<file path="src/verilog/cache_geom_pkg.sv">
`default_nettype none

package cache_geom_pkg;

  //----------------------------------------------------------------------
  // Geometry
  //----------------------------------------------------------------------

  localparam int ADDR_W         = 32;
  localparam int DATA_W         = 32;
  localparam int BYTE_OFF_W     = 2;     // Byte within a word
  localparam int OFFSET_W       = 2;     // Word within a line
  localparam int INDEX_W        = 4;
  localparam int TAG_W          = ADDR_W - INDEX_W - OFFSET_W - BYTE_OFF_W;  // 24
  localparam int NUM_LINES      = 16;
  localparam int WORDS_PER_LINE = 4;

  // Address split, MSB first
  typedef struct packed {
    logic [TAG_W-1:0]      tag;
    logic [INDEX_W-1:0]    index;
    logic [OFFSET_W-1:0]   offset;
    logic [BYTE_OFF_W-1:0] byte_off;
  } cache_addr_fields_t;

  // Same 32 bits, seen flat or split
  typedef union packed {
    logic [ADDR_W-1:0]  flat;
    cache_addr_fields_t f;
  } cache_addr_u;

endpackage

`default_nettype wire

</file>
<file path="src/verilog/cache_msg_pkg.sv">
`default_nettype none

package cache_msg_pkg;

  //----------------------------------------------------------------------
  // Widths
  //----------------------------------------------------------------------

  localparam int OPAQUE_W = 8;           // Requester tag echoed back

  //----------------------------------------------------------------------
  // Message types
  //----------------------------------------------------------------------

  typedef enum logic {
    MSG_READ  = 1'b0,
    MSG_WRITE = 1'b1
  } msg_type_e;

  // Request of 73 bits
  typedef struct packed {
    msg_type_e                           mtype;   // Read or write
    logic [OPAQUE_W-1:0]                 opaque;  // Returned in the response
    logic [cache_geom_pkg::ADDR_W-1:0]   addr;    // Byte address
    logic [cache_geom_pkg::DATA_W-1:0]   data;    // Write data ignored on reads
  } mem_req_t;

  // Response of 41 bits
  typedef struct packed {
    msg_type_e                           mtype;
    logic [OPAQUE_W-1:0]                 opaque;
    logic [cache_geom_pkg::DATA_W-1:0]   data;    // Zero for write acks
  } mem_resp_t;

endpackage

`default_nettype wire
</file>
<file path="src/verilog/cache_base.sv">
`timescale 1ns/1ps
`default_nettype none

module cache_base (
  input  logic                      clk,
  input  logic                      reset,

  // Processor side
  input  cache_msg_pkg::mem_req_t   memreq,
  input  logic                      memreq_val,
  output logic                      memreq_rdy,
  output cache_msg_pkg::mem_resp_t  memresp,
  output logic                      memresp_val,
  input  logic                      memresp_rdy,

  // Memory side
  output cache_msg_pkg::mem_req_t   cache_req,
  output logic                      cache_req_val,
  input  logic                      cache_req_rdy,
  input  cache_msg_pkg::mem_resp_t  cache_resp,
  input  logic                      cache_resp_val,
  output logic                      cache_resp_rdy
);

  import cache_msg_pkg::*;

  //--------------------------------------------------------------------
  // Control to datapath
  //--------------------------------------------------------------------

  logic       reg_en_m0;
  logic       reg_en_m1;
  logic       tarray_wen;
  logic       darray_wen;
  logic       dirty_set;
  logic       dirty_clear;
  logic       mem_addr_sel;
  logic       word_cnt_clear;
  logic       spill_word_sent;
  logic       refill_word_sent;
  logic       refill_word_recv;
  msg_type_e  cache_req_type;

  // Status back to control
  logic       tarray_match;
  logic       victim_dirty;
  msg_type_e  m0_type;
  logic       m1_valid;
  logic       req_count_done;
  logic       resp_count_done;

  cache_ctrl ctrl_i (.*);

  cache_dpath dpath_i (.*);

endmodule

`default_nettype wire

</file>
<file path="src/verilog/cache_ctrl.sv">
`timescale 1ns/1ps
`default_nettype none

module cache_ctrl (
  input  logic                      clk,
  input  logic                      reset,

  // Processor side handshakes
  input  logic                      memreq_val,
  output logic                      memreq_rdy,
  output logic                      memresp_val,
  input  logic                      memresp_rdy,

  // Memory side handshakes
  output logic                      cache_req_val,
  input  logic                      cache_req_rdy,
  output cache_msg_pkg::msg_type_e  cache_req_type,
  input  logic                      cache_resp_val,
  output logic                      cache_resp_rdy,

  // Control to datapath
  output logic                      reg_en_m0,
  output logic                      reg_en_m1,
  output logic                      tarray_wen,
  output logic                      darray_wen,
  output logic                      dirty_set,
  output logic                      dirty_clear,
  output logic                      mem_addr_sel,       // 1 picks the victim tag
  output logic                      word_cnt_clear,
  output logic                      spill_word_sent,
  output logic                      refill_word_sent,
  output logic                      refill_word_recv,   // Any memory response word

  // Status from datapath
  input  logic                      tarray_match,
  input  logic                      victim_dirty,
  input  cache_msg_pkg::msg_type_e  m0_type,
  input  logic                      m1_valid,
  input  logic                      req_count_done,
  input  logic                      resp_count_done
);

  import cache_msg_pkg::*;

  typedef enum logic [1:0] {
    PIPE,
    SPILL,
    REFILL
  } state_e;

  state_e state;
  state_e state_next;
  logic   m0_val;                           // M0 holds a request
  logic   m1_stall;
  logic   m0_hit;
  logic   m0_go;
  logic   m0_miss;
  logic   req_go;
  logic   write_go;

  //--------------------------------------------------------------------
  // M1 stage
  //--------------------------------------------------------------------

  assign memresp_val = m1_valid;
  assign m1_stall    = m1_valid && !memresp_rdy;   // Processor back-pressure
  assign reg_en_m1   = !m1_stall;

  //--------------------------------------------------------------------
  // M0 stage
  //--------------------------------------------------------------------

  assign m0_hit  = m0_val && tarray_match && (state == PIPE);
  assign m0_miss = m0_val && !tarray_match && (state == PIPE);
  assign m0_go   = m0_hit && !m1_stall;            // Hit moves on to M1

  // Y stage accepts only when M0 frees up this cycle
  assign memreq_rdy = !m1_stall && (!m0_val || m0_hit);
  assign reg_en_m0  = memreq_val && memreq_rdy;

  always_ff @(posedge clk) begin
    if (reset) begin
      m0_val <= 1'b0;
    end else if (reg_en_m0) begin
      m0_val <= 1'b1;
    end else if (m0_go) begin
      m0_val <= 1'b0;                              // Drained, nothing new
    end
  end

  // Write hit updates the word and marks the line
  assign write_go   = m0_go && (m0_type == MSG_WRITE);
  assign dirty_set  = write_go;

  //--------------------------------------------------------------------
  // Miss FSM
  //--------------------------------------------------------------------

  always_ff @(posedge clk) begin
    if (reset) begin
      state <= PIPE;
    end else begin
      state <= state_next;
    end
  end

  always_comb begin
    state_next = state;
    case (state)
      PIPE:    if (m0_miss) state_next = victim_dirty ? SPILL : REFILL;
      SPILL:   if (resp_count_done) state_next = REFILL;   // All acks back
      REFILL:  if (resp_count_done) state_next = PIPE;     // Tag written this cycle
      default: state_next = PIPE;
    endcase
  end

  always_comb begin
    cache_req_val  = 1'b0;
    cache_req_type = MSG_READ;
    cache_resp_rdy = 1'b0;
    mem_addr_sel   = 1'b0;
    tarray_wen     = 1'b0;
    dirty_clear    = 1'b0;
    word_cnt_clear = 1'b0;
    case (state)
      PIPE: begin
        word_cnt_clear = m0_miss;                  // Fresh counts for the miss
      end
      SPILL: begin
        cache_req_val  = !req_count_done;          // Four victim words out
        cache_req_type = MSG_WRITE;
        cache_resp_rdy = 1'b1;
        mem_addr_sel   = 1'b1;
        word_cnt_clear = resp_count_done;          // Counts restart for refill
      end
      REFILL: begin
        cache_req_val  = !req_count_done;
        cache_resp_rdy = 1'b1;
        tarray_wen     = resp_count_done;          // Line complete, claim it
        dirty_clear    = resp_count_done;
      end
      default: begin
        cache_req_val  = 1'b0;
      end
    endcase
  end

  // One-word pulses for the datapath counters
  assign req_go           = cache_req_val && cache_req_rdy;
  assign spill_word_sent  = req_go && (state == SPILL);
  assign refill_word_sent = req_go && (state == REFILL);
  assign refill_word_recv = cache_resp_val && cache_resp_rdy;

  // Refill data goes in as it arrives
  assign darray_wen = write_go || (refill_word_recv && (state == REFILL));

endmodule

`default_nettype wire

</file>
<file path="src/verilog/cache_dpath.sv">
`timescale 1ns/1ps
`default_nettype none

module cache_dpath (
  input  logic                      clk,
  input  logic                      reset,
  input  cache_msg_pkg::mem_req_t   memreq,
  output cache_msg_pkg::mem_resp_t  memresp,

  input  logic                      reg_en_m0,
  input  logic                      reg_en_m1,
  input  logic                      tarray_wen,
  input  logic                      darray_wen,
  input  logic                      dirty_set,
  input  logic                      dirty_clear,
  input  logic                      mem_addr_sel,
  input  logic                      word_cnt_clear,
  input  logic                      spill_word_sent,
  input  logic                      refill_word_sent,
  input  logic                      refill_word_recv,
  input  cache_msg_pkg::msg_type_e  cache_req_type,

  output cache_msg_pkg::mem_req_t   cache_req,
  input  cache_msg_pkg::mem_resp_t  cache_resp,

  output logic                      tarray_match,
  output logic                      victim_dirty,
  output cache_msg_pkg::msg_type_e  m0_type,
  output logic                      m1_valid,
  output logic                      req_count_done,
  output logic                      resp_count_done
);

  import cache_msg_pkg::*;
  import cache_geom_pkg::*;

  mem_req_t                     m0_req;
  logic                         m0_valid;
  cache_addr_u                  m0_addr;
  cache_addr_u                  mem_addr;
  mem_resp_t                    m1_resp;
  logic [TAG_W-1:0]             tag_array [NUM_LINES];
  logic [DATA_W-1:0]            data_array [NUM_LINES*WORDS_PER_LINE];
  logic [NUM_LINES-1:0]         valid_bits;
  logic [NUM_LINES-1:0]         dirty_bits;
  logic [OFFSET_W-1:0]          req_cnt;
  logic [OFFSET_W-1:0]          resp_cnt;
  logic [INDEX_W-1:0]           idx;
  logic [INDEX_W+OFFSET_W-1:0]  wr_word;
  logic [DATA_W-1:0]            wr_data;
  logic [DATA_W-1:0]            hit_rdata;

  //--------------------------------------------------------------------
  // M0 register and tag check
  //--------------------------------------------------------------------

  always_ff @(posedge clk) begin
    if (reg_en_m0) m0_req <= memreq;
  end

  // Mirrors the controller's occupancy of M0
  always_ff @(posedge clk) begin
    if (reset) begin
      m0_valid <= 1'b0;
    end else if (reg_en_m0) begin
      m0_valid <= 1'b1;
    end else if (reg_en_m1 && tarray_match) begin
      m0_valid <= 1'b0;
    end
  end

  assign m0_addr      = cache_addr_u'(m0_req.addr);   // Field view
  assign idx          = m0_addr.f.index;
  assign m0_type      = m0_req.mtype;
  assign tarray_match = valid_bits[idx] && (tag_array[idx] == m0_addr.f.tag);
  assign victim_dirty = valid_bits[idx] && dirty_bits[idx];
  assign hit_rdata    = data_array[{idx, m0_addr.f.offset}];

  //--------------------------------------------------------------------
  // Arrays
  //--------------------------------------------------------------------

  always_ff @(posedge clk) begin
    if (tarray_wen) tag_array[idx] <= m0_addr.f.tag;
  end

  always_ff @(posedge clk) begin
    if (reset) begin
      valid_bits <= '0;
      dirty_bits <= '0;
    end else begin
      if (tarray_wen) valid_bits[idx] <= 1'b1;
      if (dirty_set) begin
        dirty_bits[idx] <= 1'b1;
      end else if (dirty_clear) begin
        dirty_bits[idx] <= 1'b0;                     // Fresh line from memory
      end
    end
  end

  // Refill word lands at the response count, write hit at its own offset
  assign wr_word = refill_word_recv ? {idx, resp_cnt} : {idx, m0_addr.f.offset};
  assign wr_data = refill_word_recv ? cache_resp.data : m0_req.data;

  always_ff @(posedge clk) begin
    if (darray_wen) data_array[wr_word] <= wr_data;
  end

  //--------------------------------------------------------------------
  // M1 register
  //--------------------------------------------------------------------

  always_ff @(posedge clk) begin
    if (reset) begin
      m1_valid <= 1'b0;
    end else if (reg_en_m1) begin
      m1_valid <= m0_valid && tarray_match;          // Bubble while M0 misses
    end
  end

  always_ff @(posedge clk) begin
    if (reg_en_m1) begin
      m1_resp.mtype  <= m0_req.mtype;
      m1_resp.opaque <= m0_req.opaque;
      m1_resp.data   <= (m0_req.mtype == MSG_WRITE) ? '0 : hit_rdata;
    end
  end

  assign memresp = m1_resp;

  //--------------------------------------------------------------------
  // Word counters, one per direction
  //--------------------------------------------------------------------

  always_ff @(posedge clk) begin
    if (reset || word_cnt_clear) begin
      req_cnt        <= '0;
      req_count_done <= 1'b0;
    end else if (spill_word_sent || refill_word_sent) begin
      req_cnt <= req_cnt + 1'b1;
      if (req_cnt == OFFSET_W'(WORDS_PER_LINE - 1)) req_count_done <= 1'b1;
    end
  end

  always_ff @(posedge clk) begin
    if (reset || word_cnt_clear) begin
      resp_cnt        <= '0;
      resp_count_done <= 1'b0;
    end else if (refill_word_recv) begin
      resp_cnt <= resp_cnt + 1'b1;
      if (resp_cnt == OFFSET_W'(WORDS_PER_LINE - 1)) resp_count_done <= 1'b1;
    end
  end

  //--------------------------------------------------------------------
  // Memory request
  //--------------------------------------------------------------------

  always_comb begin
    mem_addr            = '0;
    mem_addr.f.tag      = mem_addr_sel ? tag_array[idx] : m0_addr.f.tag;  // Victim or new
    mem_addr.f.index    = idx;
    mem_addr.f.offset   = req_cnt;
  end

  assign cache_req.mtype  = cache_req_type;
  assign cache_req.opaque = m0_req.opaque;
  assign cache_req.addr   = mem_addr.flat;          // Flat view
  assign cache_req.data   = (cache_req_type == MSG_WRITE) ? data_array[{idx, req_cnt}] : '0;

endmodule

`default_nettype wire

</file>
<file path="config.mk">
export PLATFORM = sky130hd
export DESIGN_NAME = cache_base
export DESIGN_NICKNAME = d
export VERILOG_FILES = /design/src/verilog/cache_geom_pkg.sv /design/src/verilog/cache_msg_pkg.sv /design/src/verilog/cache_base.sv /design/src/verilog/cache_ctrl.sv /design/src/verilog/cache_dpath.sv
export SDC_FILE = /design/constraint.sdc
export NUM_CORES = 2
export LEC_CHECK = 0
export ABC_CLOCK_PERIOD_IN_PS = 9200
export BUFFER_PORTS_ARGS = -buffer_cell sky130_fd_sc_hd__buf_2
export CORE_ASPECT_RATIO = 0.9
export CORE_MARGIN = 4
export CORE_UTILIZATION = 25
export DETAILED_ROUTE_END_ITERATION = 8
export SYNTH_ARGS = -nofsm -noshare
export SYNTH_HDL_FRONTEND = slang
export SYNTH_SLANG_ARGS = --single-unit
</file>
<file path="constraint.sdc">
create_clock -name clk -period 9.2 [get_ports clk]
set_input_delay 2.76 -clock clk [delete_from_list [all_inputs] [get_ports clk]]
set_output_delay 2.76 -clock clk [all_outputs]
set_load 0.05 [all_outputs]
</file>
After elaboration in Yosys (flattened, before gate mapping)
Memories as Yosys holds them, arrays and structs flattened. A register that Yosys moved wholly into a read port is not among the register bits.
Index checks and enable logic that the tools add are counted.
Widths: inputs -> output; s select.

operators by class
  reduce and logical (&&, ||, !) cells = 37
  $lt $le $gt $ge = 2
  muxes and demuxes = 31
  equality and inequality tests = 8
  add/sub/neg operators = 2
  bitwise gates (word level) = 4

operator list
  operator             count
  $mux 32              2
  $mux 16              2
  $or 16x16->16        2
  $eq 24x24->1         1
  $mux 24              1
  $logic_and 1x1->1    19
  $and 16x16->16       1
  $not 16->16          1
  $mux 1               15
  $mux 2               5
  $bmux 1 s4           2
  $eq 2x2->1 const B   3
  $logic_not 1->1      6
  $ne 2x1->1 const B   3
  $pmux 2 s3           1
  $reduce_bool 2->1    3
  $lt 4x5->1 const B   1
  $add 2x1->2 const B  2
  $demux 1 s4          1
  $ge 4x1->1 const B   1
  $logic_or 1x1->1     4
  $mux 4               1
  $reduce_and 2->1     2
  $reduce_and 3->1     1
  4 further kinds      4

word-level totals
  memories = 2
  input bits = 120
  output and inout bits = 118
  bits in registers = 125
  RAM bits = 2432

memories
  memory              depth  bits a word  read ports  clocked after memory_dff  write ports  RTL line           RTL
  dpath_i.data_array  64     32           2           1                         1            cache_dpath.sv:43  logic [DATA_W-1:0] data_array [NUM_LINES*WORDS_PER_LINE];
  dpath_i.tag_array   16     24           1           1                         1            cache_dpath.sv:42  logic [TAG_W-1:0] tag_array [NUM_LINES];

Logic depth before layout (Yosys ltp)
  depth in word-level cells = 10
  gate-level depth with buffers = 14

Cells and area by module
Synthesis repeated with hierarchy kept, for this count alone.

unflattened totals
  cells, all modules = 5535
  area total of the unflattened synthesis = 115654.7 µm²

modules (own cells, without submodules)
  module       cells an instance  area each (µm²)  instances  seq. area each (µm²)
  cache_dpath  5496               115341.9         1          77274.1
  cache_ctrl   39                 312.8            1          60.1

Worst setup path before layout
Ideal clock, no wire load.

  path kind = input-to-output
  start point = input port memresp_rdy
  end point = output port memreq_rdy
  setup slack = 1.517 ns
  arrival = 4.923 ns
  stages on the path = 4
  cells stage by stage = nand2b_1 -> clkbuf_1 -> inv_1 -> nor2_1

between the ends
  cells in the longest elaborated chain, start to end = 4

ends and longest elaborated chain
  what                RTL line          RTL
  start: declaration  cache_base.sv:14  input logic memresp_rdy,
  $logic_not 1->1     cache_ctrl.sv:66  assign m1_stall = m1_valid && !memresp_rdy;
  $logic_and 1x1->1   cache_ctrl.sv:66
  $logic_not 1->1     cache_ctrl.sv:78  assign memreq_rdy = !m1_stall && (!m0_val || m0_hit);
  $logic_and 1x1->1   cache_ctrl.sv:78
  end: declaration    cache_base.sv:11  output logic memreq_rdy,

No other way between the ends.

==> results by stage <==
Clock tree:
- The buffer depth of the longest clock path is 4.
- After clock tree synthesis, the clock-pin slew on the worst setup and hold paths is roughly 0.06 ns.
- The hold-fix buffer count after cts is 0.
- The CTS tree is built.
- The H-tree depth is 5.
- The later pin in the worst-skew pair is clocked with a latency of 0.95 ns.
- The number of gates given a new drive strength after cts is 0.
- The number of post-CTS setup repair buffers is 0.
- The clock buffer count from CTS is 291.
- The cell at the root of the clock tree is clkbuf_16.
- The clock net in this run drives a total of 2591 sinks.

Floorplan:
- Pin placement for this block handled 238 I/O pins.
- The die height is 654 um.
- The die outline width is 726 um.
- The die covers 475000 um^2.
- The core box area is 463000 um^2.
- Once the floorplan was initialized, standard cells occupied 25.1% of the core.
- The site row count is 237.

Synth:
- After synthesis, the largest family of logic cells by area is multiplexers.
- The synthesized-area fraction occupied by and/or/nand/nor cells is 1.82%.
- Sequential elements use 66.7% of the synthesized area.
- The area share of xor/xnor cells in the synthesized design is 0.166%.
- The proportion of synthesized area in mux cells is a little over a quarter.
- Synthesis produced 5546 cells.
- The synthesized netlist devotes 0.0539% of its cell area to adder and majority cells.
- The synthesized area is ~120000 um^2.
- Counting flops and latches in the post-synthesis netlist gives around 2600.
- The count of distinct cell types in the synthesized netlist is 79.
- Yosys printed 0 warnings.
- The average instance in the mapped netlist occupies 20.9 um^2.
- The most used flip-flop cell after synthesis is edfxtp_1.
- The async set or reset register ratio after synthesis is 0%.
- Counting flops with a built-in enable in the synthesized netlist gives around 2500.
- Summing the areas of all compound-gate instances in the mapped netlist gives 2.85% of the synthesized area.

Cells and area:
- The most frequent standard cell in the layout excluding fill and tap cells is edfxtp_1.
- With fillers left out, the area of the finished cells amounts to 135000 um^2.
- Summing all multi-input logic gate instances after layout gives between 30000 and 40000 um^2.
- The post-route netlist has 38.6% of its cells at a drive strength greater than 1.
- The net count of the finished layout is approximately 6000.
- The signed area change from the synthesized netlist to the final layout is 16.8%.
- The layout has 44800 filler cells.
- Summing all flip-flop and latch instances after layout gives 77400 um^2.
- The top cell types in the final layout, fill and taps aside, are edfxtp_1 (2544), mux4_2 (1251), clkbuf_16 (298).

Worst hold path:
- The cell depth of the worst hold path is 0.
- The worst hold path belongs to the class register to register.
- The worst hold path begins at dpath_i.cache_req[68].
- For hold timing, the worst endpoint is dpath_i.memresp[36].

Pwr:
- The leakage power of the design is 0.0407 uW.
- The completed layout was analyzed and its total power is 26800 uW.
- The worst-case IR drop observed on VDD is 142 uV.
- Power spread over the standard cell area amounts to 198 nW/um^2.

GRT:
- The number of global-route vias before repair is 65900.
- The first-pass GRT wire length is between 500000 and 600000 um.
- The number of antenna violations at the first check in global routing came to 32.
- Entering global routing, the biggest net connects around 100 pins.
- The all-layer global routing usage is ~16%.
- The overflow left after global routing is 0.

Routing:
- Using the TritonRoute via totals, the vias-per-cell ratio works out to approximately 5.4.
- For this block, the routed nets add up to around 400000 um of wire.
- For this block, the initial DRC count from the detailed router was 9569.
- The final routed wire length divided by cell count is 32.6 um.
- The count of nets left with antenna violations once routing finished came out at 0.
- Before antenna repair, the detailed router went through 5 iterations.
- After detailed routing, the number of remaining DRC violations is 0.
- The routed layout has 65400 vias.

Run status:
- The flow ran to the end, and the final reports show no timing, DRC or antenna violations.

Placed design:
- The count of buffers inserted at the top-level ports is 224.
- The half-perimeter wire length after placement is 231000 um.
- The area after detailed placement is 126000 um^2.
- At the end of routability-driven placement, the weighted congestion stood at 0.806.

Worst setup path:
- The category of the worst setup path capture point is an output pin.
- The worst register-to-register path ends at dpath_i.data_array[41][24].
- The required time reported for the critical path endpoint is around 6.4 ns.
- The signal on the critical path passes through buf_4 -> mux4_2 -> or3_1 -> nand4_1 -> nor3_1 -> a2111oi_2 -> nand4_2 -> o41a_1 -> nor2_1 -> buf_2.
- The worst-case register-to-register setup slack is 2.58 ns.
- STA classifies the critical path startpoint as a register.
- The critical path is of the register to output pin type.
- At the worst endpoint, the arrival time is 5.38 ns.
- For the worst flop-to-flop path, the logic depth is 13.
- The slowest stage cell on the critical path is dfxtp_4.
- In this run the worst path has a maximum fanout of 47.
- The delay of the slowest critical-path stage is 0.88 ns.

Timing:
- The headroom to the max-slew limit is 9.15%.
- The hold violation total from the final report came to 0.
- Setup total negative slack on the finished layout was measured at 0 ns.
- For the pin with the worst max-slew slack, the measured transition is 1.36 ns.
- The maximum clock skew at final layout is 0.0825 ns.
- The smallest clock period supported by the final layout is computed as ~8.1 ns.
- Static timing analysis puts the maximum clock frequency at 123 MHz.
- The final hold slack is 0.448 ns.
- The final count of negative-setup-slack endpoints is 0.
- The final count of pins violating max slew is 0.
- The final critical-path share of the clock period is 88.5%.
- Setup repair after global routing left no endpoint under its margin.

Job:
- The max capacitance violation total is 0.
-- metrics by stage --
stage	utilization [%]	setup WS (ns)	std cells
after floorplan	-	1.52	5547
after global placement	27.3	2.05	11700
final	29.3	1.06	12200
after global routing	29.3	0.810	12200
after CTS	29.3	0.983	12200
after detailed placement	27.3	2.04	11700
-- power breakdown --
group | total [uW] | leakage [uW] | switching [uW] | internal, uW
Combinational | 1880 | 0.0128 | 1220 | 661
Clock | 11600 | 0.00455 | 4970 | 6640
Sequential | 13300 | 0.0234 | 80.4 | 13200
-- per-layer routing --
metal	routed length [um]	track usage, %	up-vias
li1	-	-	24700
met1	153000	21.8	35800
met2	184000	25.5	4109
met3	45600	4.02	745
met4	16000	6.00	6
met5	46	0	-
-- cells by family after synthesis --
family | after synthesis
compound gates | 483
xor+xnor | 22
fa+ha+maj | 5
buf+inv | 448
flops | 2591
mux | 1520
other cells | 1
simple gates | 476
-- worst max-delay path by stage --
stage,startpoint,end
final,register,memreq_rdy
after global routing,register,memreq_rdy
after CTS,register,memreq_rdy
after detailed placement,register,memreq_rdy
after global placement,register,memreq_rdy
after floorplan,memresp_rdy,memreq_rdy
-- synthesized netlist by cell type (all sizes together) (11+ instances only) --
cell type | n | area (um^2)
a22oi | 110 | 831
a211oi | 26 | 200
nand2 | 161 | 604
nand4 | 11 | 75.1
nand2b | 14 | 87.6
mux2 | 82 | 923
o211ai | 19 | 143
clkbuf | 206 | 773
a21oi | 162 | 923
mux2i | 187 | 1880
o22ai | 19 | 119
mux4 | 1251 | 28200
a221oi | 13 | 114
dfxtp | 47 | 941
nand3 | 18 | 95.1
and2 | 15 | 93.8
xor2 | 16 | 140
a31oi | 14 | 87.6
a22o | 22 | 193
nor3 | 22 | 115
nor2b | 25 | 156
edfxtp | 2544 | 76400
inv | 16 | 60.1
buf | 226 | 1150
nor2 | 185 | 702
o21ai | 62 | 314
-- critical path, delay by kind of cell (launching register included) --
family                 cells  cell delay, ns
AND/OR/NAND/NOR            5            1.03
AO/OA/AOI/OAI              2            0.96
flip-flops                 1            0.88
buffers and inverters      2            0.86
multiplexers               1            0.58
-- layout make-up --
type	instances	share of cell area, %
antenna	9	0.0166
sequential	2591	57.1
inverter	16	0.0453
tap	6094	5.63
clock inverter	166	1.21
clock buffer	350	5.68
multi-input combinational	2508	27.7
timing repair buffer	478	2.61
-- flip-flops by register name, summed over array words and instances, names as in the netlist, named ones only --
register	count
ctrl_i.m0_val	1
ctrl_i.state	2
dpath_i.cache_req	8
dpath_i.data_array	2048
dpath_i.m0_addr	30
dpath_i.m0_req	32
dpath_i.m0_type	1
dpath_i.m0_valid	1
dpath_i.m1_valid	1
dpath_i.memresp	41
dpath_i.req_cnt	2
dpath_i.req_count_done	1
dpath_i.resp_cnt	2
dpath_i.resp_count_done	1
dpath_i.tag_array	384
dpath_i.valid_bits	16
(Power assumes the default switching activity.)
